<file path="src/cpu_consts.svh">
`ifndef CPU_CONSTS_SVH
`define CPU_CONSTS_SVH

// Datapath sizes
`define CPU_XLEN        32
`define CPU_REG_AW      5
`define CPU_N_REGS      32
`define CPU_MUL_STAGES  5
`define CPU_RESET_PC    32'h0000_0000

// Opcodes and function codes
`define CPU_OP_REG      7'b0110011
`define CPU_OP_IMM      7'b0010011
`define CPU_F3_ADD      3'b000
`define CPU_F3_SLL      3'b001
`define CPU_F3_XOR      3'b100
`define CPU_F3_SRL      3'b101
`define CPU_F3_OR       3'b110
`define CPU_F3_AND      3'b111
`define CPU_F7_SUB      7'b0100000
`define CPU_F7_MUL      7'b0000001

`endif

</file>
<file path="src/cpu_pkg.sv">
`default_nettype none

`include "cpu_consts.svh"

package cpu_pkg;

  // One instruction word, viewed as R-type or I-type
  typedef union packed {
    struct packed {
      logic [6:0]             funct7;
      logic [`CPU_REG_AW-1:0] rs2;
      logic [`CPU_REG_AW-1:0] rs1;
      logic [2:0]             funct3;
      logic [`CPU_REG_AW-1:0] rd;
      logic [6:0]             opcode;
    } r;
    struct packed {
      logic [11:0]            imm12;
      logic [`CPU_REG_AW-1:0] rs1;
      logic [2:0]             funct3;
      logic [`CPU_REG_AW-1:0] rd;
      logic [6:0]             opcode;
    } i;
  } instr_t;

  typedef enum logic [2:0] {
    ALU_ADD,
    ALU_SUB,
    ALU_AND,
    ALU_OR,
    ALU_XOR,
    ALU_SLL,
    ALU_SRL
  } alu_op_t;

endpackage

`default_nettype wire

</file>
<file path="src/issue_if.sv">
`timescale 1ns/1ps
`default_nettype none

`include "cpu_consts.svh"

interface issue_if import cpu_pkg::*; ();

  logic                   valid;
  alu_op_t                op;
  logic [`CPU_REG_AW-1:0] rd;
  logic [`CPU_XLEN-1:0]   a;
  logic [`CPU_XLEN-1:0]   b;

  modport issuer (output valid, output op, output rd, output a, output b);

  // Execute units take every issue, so no ready
  modport unit (input valid, input op, input rd, input a, input b);

endinterface

`default_nettype wire

</file>
<file path="src/alu_stage.sv">
`timescale 1ns/1ps
`default_nettype none

`include "cpu_consts.svh"

module alu_stage import cpu_pkg::*; (
  input  logic                   clk_i,
  input  logic                   rst_i,
  issue_if.unit                  iss,
  output logic                   res_valid_o,
  output logic [`CPU_REG_AW-1:0] res_rd_o,
  output logic [`CPU_XLEN-1:0]   res_data_o,
  output logic [`CPU_N_REGS-1:0] dest_busy_o
);

  logic [`CPU_XLEN-1:0] result;

  always_comb begin
    case (iss.op)
      ALU_ADD: result = iss.a + iss.b;
      ALU_SUB: result = iss.a - iss.b;
      ALU_AND: result = iss.a & iss.b;
      ALU_OR:  result = iss.a | iss.b;
      ALU_XOR: result = iss.a ^ iss.b;
      ALU_SLL: result = iss.a << iss.b[4:0];
      ALU_SRL: result = iss.a >> iss.b[4:0];
      default: result = iss.a + iss.b;
    endcase
  end

  always_ff @(posedge clk_i) begin
    if (!rst_i) begin
      res_valid_o <= 1'b0;
    end else begin
      res_valid_o <= iss.valid;
    end
  end

  always_ff @(posedge clk_i) begin
    res_rd_o   <= iss.rd;
    res_data_o <= result;
  end

  // Pending only while the op sits at the input
  always_comb begin
    dest_busy_o = '0;
    if (iss.valid && iss.rd != '0) begin
      dest_busy_o[iss.rd] = 1'b1;
    end
  end

endmodule

`default_nettype wire

</file>
<file path="src/cpu_core.sv">
`timescale 1ns/1ps
`default_nettype none

`include "cpu_consts.svh"

module cpu_core import cpu_pkg::*; (
  input  logic                   clk_i,
  input  logic                   rst_i,
  output logic                   wb_cyc_o,
  output logic                   wb_stb_o,
  output logic [`CPU_XLEN-1:0]   wb_adr_o,
  input  logic [`CPU_XLEN-1:0]   wb_dat_i,
  input  logic                   wb_ack_i,
  output logic                   retire_valid_o,
  output logic [`CPU_REG_AW-1:0] retire_rd_o,
  output logic [`CPU_XLEN-1:0]   retire_data_o
);

  logic                   instr_valid;
  logic                   instr_take;
  instr_t                 instr;
  logic [`CPU_REG_AW-1:0] rs1, rs2;
  logic [`CPU_XLEN-1:0]   rs1_data, rs2_data;
  logic [`CPU_N_REGS-1:0] alu_busy_mask, mul_busy_mask;
  logic                   mul_busy;
  logic                   alu_res_valid, mul_res_valid;
  logic [`CPU_REG_AW-1:0] alu_res_rd, mul_res_rd;
  logic [`CPU_XLEN-1:0]   alu_res_data, mul_res_data;
  logic                   wb_valid;
  logic [`CPU_REG_AW-1:0] wb_rd;
  logic [`CPU_XLEN-1:0]   wb_data;

  issue_if alu_iss ();
  issue_if mul_iss ();

  fetch_stage fetch_stage_i (
    .clk_i(clk_i), .rst_i(rst_i),
    .wb_dat_i(wb_dat_i), .wb_ack_i(wb_ack_i),
    .wb_cyc_o(wb_cyc_o), .wb_stb_o(wb_stb_o), .wb_adr_o(wb_adr_o),
    .instr_take_i(instr_take), .instr_valid_o(instr_valid), .instr_o(instr)
  );

  decode_stage decode_stage_i (
    .clk_i(clk_i), .rst_i(rst_i),
    .instr_valid_i(instr_valid), .instr_i(instr), .instr_take_o(instr_take),
    .rs1_o(rs1), .rs2_o(rs2), .rs1_data_i(rs1_data), .rs2_data_i(rs2_data),
    .alu_busy_mask_i(alu_busy_mask), .mul_busy_mask_i(mul_busy_mask),
    .mul_busy_i(mul_busy), .alu_iss(alu_iss), .mul_iss(mul_iss)
  );

  register_file register_file_i (
    .clk_i(clk_i), .rst_i(rst_i), .rs1_i(rs1), .rs2_i(rs2),
    .wr_en_i(wb_valid), .wr_rd_i(wb_rd), .wr_data_i(wb_data),
    .rs1_data_o(rs1_data), .rs2_data_o(rs2_data)
  );

  alu_stage alu_stage_i (
    .clk_i(clk_i), .rst_i(rst_i), .iss(alu_iss),
    .res_valid_o(alu_res_valid), .res_rd_o(alu_res_rd), .res_data_o(alu_res_data),
    .dest_busy_o(alu_busy_mask)
  );

  mul_pipe mul_pipe_i (
    .clk_i(clk_i), .rst_i(rst_i), .iss(mul_iss),
    .res_valid_o(mul_res_valid), .res_rd_o(mul_res_rd), .res_data_o(mul_res_data),
    .dest_busy_o(mul_busy_mask), .busy_o(mul_busy)
  );

  // ========================================
  // Write-back select
  // ========================================
  // Decode ordering keeps the two units from finishing together
  assign wb_valid = alu_res_valid | mul_res_valid;
  assign wb_rd    = alu_res_valid ? alu_res_rd : mul_res_rd;
  assign wb_data  = alu_res_valid ? alu_res_data : mul_res_data;

  assign retire_valid_o = wb_valid;
  assign retire_rd_o    = wb_rd;
  assign retire_data_o  = wb_data;

endmodule

`default_nettype wire

</file>
<file path="src/decode_stage.sv">
`timescale 1ns/1ps
`default_nettype none

`include "cpu_consts.svh"

module decode_stage import cpu_pkg::*; (
  input  logic                   clk_i,
  input  logic                   rst_i,
  input  logic                   instr_valid_i,
  input  instr_t                 instr_i,
  output logic                   instr_take_o,
  output logic [`CPU_REG_AW-1:0] rs1_o,
  output logic [`CPU_REG_AW-1:0] rs2_o,
  input  logic [`CPU_XLEN-1:0]   rs1_data_i,
  input  logic [`CPU_XLEN-1:0]   rs2_data_i,
  input  logic [`CPU_N_REGS-1:0] alu_busy_mask_i,
  input  logic [`CPU_N_REGS-1:0] mul_busy_mask_i,
  input  logic                   mul_busy_i,
  issue_if.issuer                alu_iss,
  issue_if.issuer                mul_iss
);

  logic                   is_imm;
  logic                   is_mul;
  logic                   stall;
  logic                   issue;
  logic [`CPU_N_REGS-1:0] busy_mask;
  logic [`CPU_XLEN-1:0]   imm_ext;
  alu_op_t                op_d;
  alu_op_t                op_q;
  logic [`CPU_REG_AW-1:0] rd_q;
  logic [`CPU_XLEN-1:0]   a_q;
  logic [`CPU_XLEN-1:0]   b_q;

  // ========================================
  // Field decode
  // ========================================
  assign is_imm  = instr_i.r.opcode == `CPU_OP_IMM;
  assign is_mul  = !is_imm && instr_i.r.funct7 == `CPU_F7_MUL
                   && instr_i.r.funct3 == `CPU_F3_ADD;
  assign rs1_o   = instr_i.r.rs1;
  assign rs2_o   = is_imm ? '0 : instr_i.r.rs2;  // x0 is never busy
  assign imm_ext = {{(`CPU_XLEN-12){instr_i.i.imm12[11]}}, instr_i.i.imm12};

  always_comb begin
    op_d = ALU_ADD;
    case (instr_i.r.funct3)
      `CPU_F3_ADD: op_d = (!is_imm && instr_i.r.funct7 == `CPU_F7_SUB) ? ALU_SUB : ALU_ADD;
      `CPU_F3_SLL: op_d = is_imm ? ALU_ADD : ALU_SLL;
      `CPU_F3_SRL: op_d = is_imm ? ALU_ADD : ALU_SRL;
      `CPU_F3_XOR: op_d = ALU_XOR;
      `CPU_F3_OR:  op_d = ALU_OR;
      `CPU_F3_AND: op_d = ALU_AND;
      default:     op_d = ALU_ADD;
    endcase
  end

  // ALU ops wait out the multiplier so results retire in order
  assign busy_mask    = alu_busy_mask_i | mul_busy_mask_i;
  assign stall        = busy_mask[rs1_o] | busy_mask[rs2_o] | (!is_mul && mul_busy_i);
  assign issue        = instr_valid_i && !stall;
  assign instr_take_o = issue;

  // ========================================
  // Issue registers
  // ========================================
  always_ff @(posedge clk_i) begin
    if (!rst_i) begin
      alu_iss.valid <= 1'b0;
      mul_iss.valid <= 1'b0;
    end else begin
      alu_iss.valid <= issue && !is_mul;
      mul_iss.valid <= issue && is_mul;
    end
  end

  always_ff @(posedge clk_i) begin
    if (issue) begin
      op_q <= op_d;
      rd_q <= instr_i.r.rd;
      a_q  <= rs1_data_i;
      b_q  <= is_imm ? imm_ext : rs2_data_i;
    end
  end

  assign alu_iss.op = op_q;
  assign alu_iss.rd = rd_q;
  assign alu_iss.a  = a_q;
  assign alu_iss.b  = b_q;
  assign mul_iss.op = op_q;
  assign mul_iss.rd = rd_q;
  assign mul_iss.a  = a_q;
  assign mul_iss.b  = b_q;

endmodule

`default_nettype wire

</file>
<file path="src/fetch_stage.sv">
`timescale 1ns/1ps
`default_nettype none

`include "cpu_consts.svh"

module fetch_stage import cpu_pkg::*; (
  input  logic                 clk_i,
  input  logic                 rst_i,
  input  logic [`CPU_XLEN-1:0] wb_dat_i,
  input  logic                 wb_ack_i,
  output logic                 wb_cyc_o,
  output logic                 wb_stb_o,
  output logic [`CPU_XLEN-1:0] wb_adr_o,
  input  logic                 instr_take_i,
  output logic                 instr_valid_o,
  output instr_t               instr_o
);

  logic                 cyc_q;
  logic                 held_q;
  logic [`CPU_XLEN-1:0] pc_q;
  instr_t               instr_q;

  // ========================================
  // Bus cycle and PC
  // ========================================
  always_ff @(posedge clk_i) begin
    if (!rst_i) begin
      cyc_q  <= 1'b0;
      held_q <= 1'b0;
      pc_q   <= `CPU_RESET_PC;
    end else if (cyc_q) begin
      if (wb_ack_i) begin
        cyc_q  <= 1'b0;
        held_q <= 1'b1;
        pc_q   <= pc_q + `CPU_XLEN'(4);
      end
    end else if (held_q) begin
      // Next request only once decode has the word
      if (instr_take_i) begin
        held_q <= 1'b0;
        cyc_q  <= 1'b1;
      end
    end else begin
      cyc_q <= 1'b1;
    end
  end

  always_ff @(posedge clk_i) begin
    if (cyc_q && wb_ack_i) begin
      instr_q <= wb_dat_i;
    end
  end

  assign wb_cyc_o      = cyc_q;
  assign wb_stb_o      = cyc_q;
  assign wb_adr_o      = pc_q;
  assign instr_valid_o = held_q;
  assign instr_o       = instr_q;

endmodule

`default_nettype wire

</file>
<file path="src/mul_pipe.sv">
`timescale 1ns/1ps
`default_nettype none

`include "cpu_consts.svh"

module mul_pipe (
  input  logic                   clk_i,
  input  logic                   rst_i,
  issue_if.unit                  iss,
  output logic                   res_valid_o,
  output logic [`CPU_REG_AW-1:0] res_rd_o,
  output logic [`CPU_XLEN-1:0]   res_data_o,
  output logic [`CPU_N_REGS-1:0] dest_busy_o,
  output logic                   busy_o
);

  logic [`CPU_MUL_STAGES-1:0] valid_q;
  logic [`CPU_REG_AW-1:0]     rd_q   [`CPU_MUL_STAGES];
  logic [`CPU_XLEN-1:0]       prod_q [`CPU_MUL_STAGES];
  logic [`CPU_XLEN-1:0]       product;

  // Low half of the product only
  assign product = iss.a * iss.b;

  always_ff @(posedge clk_i) begin
    if (!rst_i) begin
      valid_q <= '0;
    end else begin
      valid_q <= {valid_q[`CPU_MUL_STAGES-2:0], iss.valid};
    end
  end

  always_ff @(posedge clk_i) begin
    rd_q[0]   <= iss.rd;
    prod_q[0] <= product;
    for (int s = 1; s < `CPU_MUL_STAGES; s++) begin
      rd_q[s]   <= rd_q[s-1];
      prod_q[s] <= prod_q[s-1];
    end
  end

  assign res_valid_o = valid_q[`CPU_MUL_STAGES-1];
  assign res_rd_o    = rd_q[`CPU_MUL_STAGES-1];
  assign res_data_o  = prod_q[`CPU_MUL_STAGES-1];
  assign busy_o      = iss.valid | (|valid_q);

  // Last stage is covered by the regfile bypass
  always_comb begin
    dest_busy_o = '0;
    if (iss.valid) begin
      dest_busy_o[iss.rd] = 1'b1;
    end
    for (int s = 0; s < `CPU_MUL_STAGES - 1; s++) begin
      if (valid_q[s]) begin
        dest_busy_o[rd_q[s]] = 1'b1;
      end
    end
    dest_busy_o[0] = 1'b0;
  end

endmodule

`default_nettype wire

</file>
<file path="src/register_file.sv">
`timescale 1ns/1ps
`default_nettype none

`include "cpu_consts.svh"

module register_file (
  input  logic                   clk_i,
  input  logic                   rst_i,
  input  logic [`CPU_REG_AW-1:0] rs1_i,
  input  logic [`CPU_REG_AW-1:0] rs2_i,
  input  logic                   wr_en_i,
  input  logic [`CPU_REG_AW-1:0] wr_rd_i,
  input  logic [`CPU_XLEN-1:0]   wr_data_i,
  output logic [`CPU_XLEN-1:0]   rs1_data_o,
  output logic [`CPU_XLEN-1:0]   rs2_data_o
);

  logic [`CPU_XLEN-1:0] regs_q [`CPU_N_REGS];
  logic                 wr_live;

  // x0 stays zero from reset on
  assign wr_live = wr_en_i && (wr_rd_i != '0);

  always_ff @(posedge clk_i) begin
    if (!rst_i) begin
      for (int r = 0; r < `CPU_N_REGS; r++) begin
        regs_q[r] <= '0;
      end
    end else if (wr_live) begin
      regs_q[wr_rd_i] <= wr_data_i;
    end
  end

  // Same-cycle write bypass
  assign rs1_data_o = (wr_live && wr_rd_i == rs1_i) ? wr_data_i : regs_q[rs1_i];
  assign rs2_data_o = (wr_live && wr_rd_i == rs2_i) ? wr_data_i : regs_q[rs2_i];

endmodule

`default_nettype wire

</file>
<file path="config.mk">
export PLATFORM = sky130hd
export DESIGN_NAME = cpu_core
export DESIGN_NICKNAME = d
export VERILOG_FILES = /design/src/cpu_pkg.sv /design/src/issue_if.sv /design/src/alu_stage.sv /design/src/cpu_core.sv /design/src/decode_stage.sv /design/src/fetch_stage.sv /design/src/mul_pipe.sv /design/src/register_file.sv
export VERILOG_INCLUDE_DIRS = /design/src
export SDC_FILE = /design/constraint.sdc
export NUM_CORES = 2
export LEC_CHECK = 0
export BUFFER_PORTS_ARGS = -buffer_cell sky130_fd_sc_hd__buf_2
export CORE_MARGIN = 2
export CORE_UTILIZATION = 30
export DETAILED_ROUTE_END_ITERATION = 16
export SLEW_MARGIN = 20
export SYNTH_ARGS = -nofsm -noshare
export SYNTH_HDL_FRONTEND = slang
export SYNTH_SLANG_ARGS = --single-unit
</file>
<file path="constraint.sdc">
create_clock -name clk_i -period 21 [get_ports clk_i]
set_clock_uncertainty 0.2 [all_clocks]
set_input_delay 3.15 -clock clk_i [delete_from_list [all_inputs] [get_ports clk_i]]
set_output_delay 3.15 -clock clk_i [all_outputs]
set_load 0.02 [all_outputs]
</file>
==> impl_metrics.py <==
metrics = {
    "outcome": {
        "outcome": "completed",
    },
    "clock_tree": {
        "htree_levels": 4,
        "clk-insertion-delay-late_ns": 0.86,
        "ctsHoldBuffers": 0,
        "cts_tree": "done",
        "post_cts_resized": 0,
        "clkSinkCount": 1390,
        "cts.path.max_buffers": 4,
        "cts_buffers": 156,
        "clk_pin_slew_worst_paths_ns": 0.06,
        "postCtsSetupBuffers": 0,
        "cts-root-buf": "clkbuf_16",
    },
    "setup_path": {
        "worstPathMaxFanout": 22,
        "worstPathRequired_ns": 21.51,
        "endpoint_kind": "register",
        "crit_family": "adder cells",
        "critPathSlowestCell": "clkinv_1",
        "reg2reg_slack_ns": 12.84,
        "crit_path_frequent_cell": "fa_1",
        "start_kind": "register",
        "arrival_ns": 8.67,
        "setup.worst_path.class": "reg -> reg",
        "critPathBufInv": 5,
        "path_cells": "clkinv_1, nor2_1, fa_1, inv_1, fa_1, fa_1, fa_1, inv_1, fa_1, inv_1, fa_1, inv_1, fa_1, fa_1, ha_1, nand2_1, a21oi_1, a221oi_1, o22ai_1, o221a_2, o311a_1, a221oi_1, xnor2_1",
        "crit_path_max_incr_delay_ns": 0.66,
    },
    "yosys": {
        "post-synth-top-count-cell": "nor2_1",
        "synthFlopType": "edfxtp_1",
        "syn_inst": 8174,
        "ys_types": 87,
        "yosys.area_share.adder_pct": 12.6,
        "async_reset_ff_share_pct": 0,
        "synth_seq_cells": 1390,
        "synth-xor-area-share_pct": 1.72,
        "syn_area_per_cell_um2": 10.6,
        "ys_top_cells_by_area": "edfxtp_1 (39%), mux4_2 (10%), fa_1 (9.4%)",
        "syn-cell-area_mm2": 0.0870,
        "synth_top_family_by_area": "simple AND/OR/NAND/NOR gates",
        "yosysWarnings": 0,
        "yosysSeqAreaShare_pct": 45.0,
        "yosys-top-cells-count": "nor2_1 (1539), edfxtp_1 (1128), nand2_1 (978)",
        "yosys-mux-area-fraction_pct": 11.7,
        "synth_top_area_share_pct": 38.9,
        "synth_edf_count": 1128,
        "synth_compound_area_share_pct": 8.91,
        "yosys.area_share.simple_pct": 14.7,
        "synth_largest_area_cell": "edfxtp_1",
    },
    "floorplanning": {
        "fp.dieW_um": 542,
        "coreArea_mm2": 0.288,
        "die_h_um": 542,
        "row_count": 197,
        "dieArea_mm2": 0.294,
        "ios": 107,
        "start_util_pct": 30.2,
    },
    "sta": {
        "worst_hold_slack_ns": 0.0949,
        "grt_setup_unrepaired": "no",
        "slew_violations": 0,
        "hold_violations": 0,
        "setup_tns_ns": 0,
        "slew_headroom_pct": 16.5,
        "setup_viol_count_final": 0,
        "worst_pin_slew_ns": 1.25,
        "fmax_mhz": 123,
        "finalCritPeriodShare_pct": 38.9,
        "finalCriticalPeriod_ns": 8.16,
    },
    "finish": {
        "fill_cells": 28600,
        "syn_to_final_growth_pct": 11.1,
        "drive_gt1_share_pct": 13.4,
        "fin_nets": 8598,
    },
    "power_and_ir_drop": {
        "vdd_ir_drop_max_mv": 0.241,
        "power_mw": 10.4,
        "power_density_mw_per_mm2": 108,
        "p_leak_nw": 36.6,
    },
    "detailed_routing": {
        "avgViaCountPerCell": 5.88,
        "drt.antenna.violating_nets": 0,
        "drt_iter0_drc": 10900,
        "routedWlPerCell_um": 28.8,
        "routed_wl_mm": 340,
        "first_pass_iters": 7,
        "drcViolationCount": 0,
        "via_count": 69500,
    },
    "job": {
        "maxCapViolCount": 0,
    },
    "global_route": {
        "globalRoute.totalOverflow": 0,
        "antenna_found_initial": 16,
        "grt_start_max_net_pins": 177,
        "first_global_vias": 68700,
        "grt_usage_pct": 22.5,
        "grt_pass1_wl_mm": 485,
    },
    "placed_design": {
        "dp_hpwl_mm": 203,
        "gp_congestion": 0.974,
        "port_buffers": 104,
    },
    "hold_path": {
        "min_path_type": "reg -> reg",
    },
}
[layout make-up]
cell class / instances / area [um2] / area share (%)
Clock buffer: 203 / 4270 / 4.41
Antenna cell: 4 / 10.0 / 0.0104
Tap cell: 3781 / 4730 / 4.89
Timing Repair Buffer: 284 / 1960 / 2.03
Multi-Input combinational cell: 5591 / 44000 / 45.6
Inverter: 510 / 1920 / 1.99
Sequential cell: 1390 / 39100 / 40.5
Clock inverter: 70 / 579 / 0.599
[layer usage]
| metal | share of wire (%) | vias to the layer above | GRT usage [%] |
|---|---|---|---|
| met5 | 0.022 | - | 0 |
| met4 | 5.6 | 12 | 11.2 |
| met3 | 14 | 1064 | 7.38 |
| met2 | 43 | 5281 | 33.4 |
| met1 | 37 | 34700 | 29.4 |
| li1 | - | 28500 | - |
[cells in the final DEF (no fill, tap or decap), drive strengths merged, types with 21 or more instances in the layout]
cell,netlist,layout
a22o,30,30
nand3,293,293
nor4,30,30
dfxtp,262,262
clkbuf,559,203
a21o,25,25
inv,494,508
mux2i,79,79
o221ai,221,221
mux4,395,395
o21ai,130,130
xor2,47,47
or3,27,27
a31oi,139,139
nand2b,26,26
conb,1,34
buf,157,284
a21oi,301,301
nand2,978,978
nor2,1539,1539
a311oi,32,32
fa,409,409
edfxtp,1128,1128
a211oi,29,29
mux2,40,40
o32ai,21,21
nor3,77,77
o22ai,84,84
xnor2,124,124
clkinv,16,63
ha,221,221
[state kept, by name, summed over array words and instances, names as in the netlist, named ones only]
signal and flops:
register_file_i.regs_q 1024, alu_stage_i.res_data_o 32, fetch_stage_i.wb_adr_o 30, fetch_stage_i.instr_o 32
alu_stage_i.res_rd_o 4, mul_pipe_i.rd_q 21, mul_pipe_i.valid_q 5, alu_stage_i.res_valid_o 1
decode_stage_i.mul_iss.valid 1, decode_stage_i.alu_iss.rd 5, decode_stage_i.alu_iss.valid 1, mul_pipe_i.prod_q 160
fetch_stage_i.wb_cyc_o 1, decode_stage_i.alu_iss.a 32, decode_stage_i.alu_iss.b 32, decode_stage_i.alu_iss.op 3
fetch_stage_i.instr_valid_o 1
[cell families after synthesis]
group,after synthesis
AO/OA/AOI/OAI,1144
buffers and inverters,1226
multiplexers,514
XOR/XNOR,171
flip-flops,1390
other,1
adder cells (fa/ha/maj),630
AND/OR/NAND/NOR,3098
[power breakdown]
part	switching, mW	leakage, nW	internal (mW)	total, mW
clock	1.18	2.38	1.53	2.71
sequential	0.192	13.7	3.26	3.45
combinational	2.60	20.5	1.68	4.28
[path summary, 6_finish.rpt]
kind / from / end / cells past startpoint
hold reg to reg: mul_pipe_i.prod_q[0][111] / mul_pipe_i.prod_q[0][143] / 0
setup reg to reg: decode_stage_i.alu_iss.b[3] / mul_pipe_i.prod_q[0][30] / 23
setup / recovery: decode_stage_i.alu_iss.b[3] / mul_pipe_i.prod_q[0][30] / 23
hold / removal: mul_pipe_i.prod_q[0][111] / mul_pipe_i.prod_q[0][143] / 0
[metrics by stage]
step	instance area (um2)	std cells	setup slack [ns]	util, %
after floorplan	87100	8207	12.95	-
after global placement	91700	11600	12.93	31.8
after detailed placement	91800	11600	12.89	31.8
after CTS	96600	11800	12.89	33.5
after global routing	96600	11800	12.48	33.5
final	96600	11800	12.84	33.5
No activity file was read; power rests on OpenSTA's default activity.
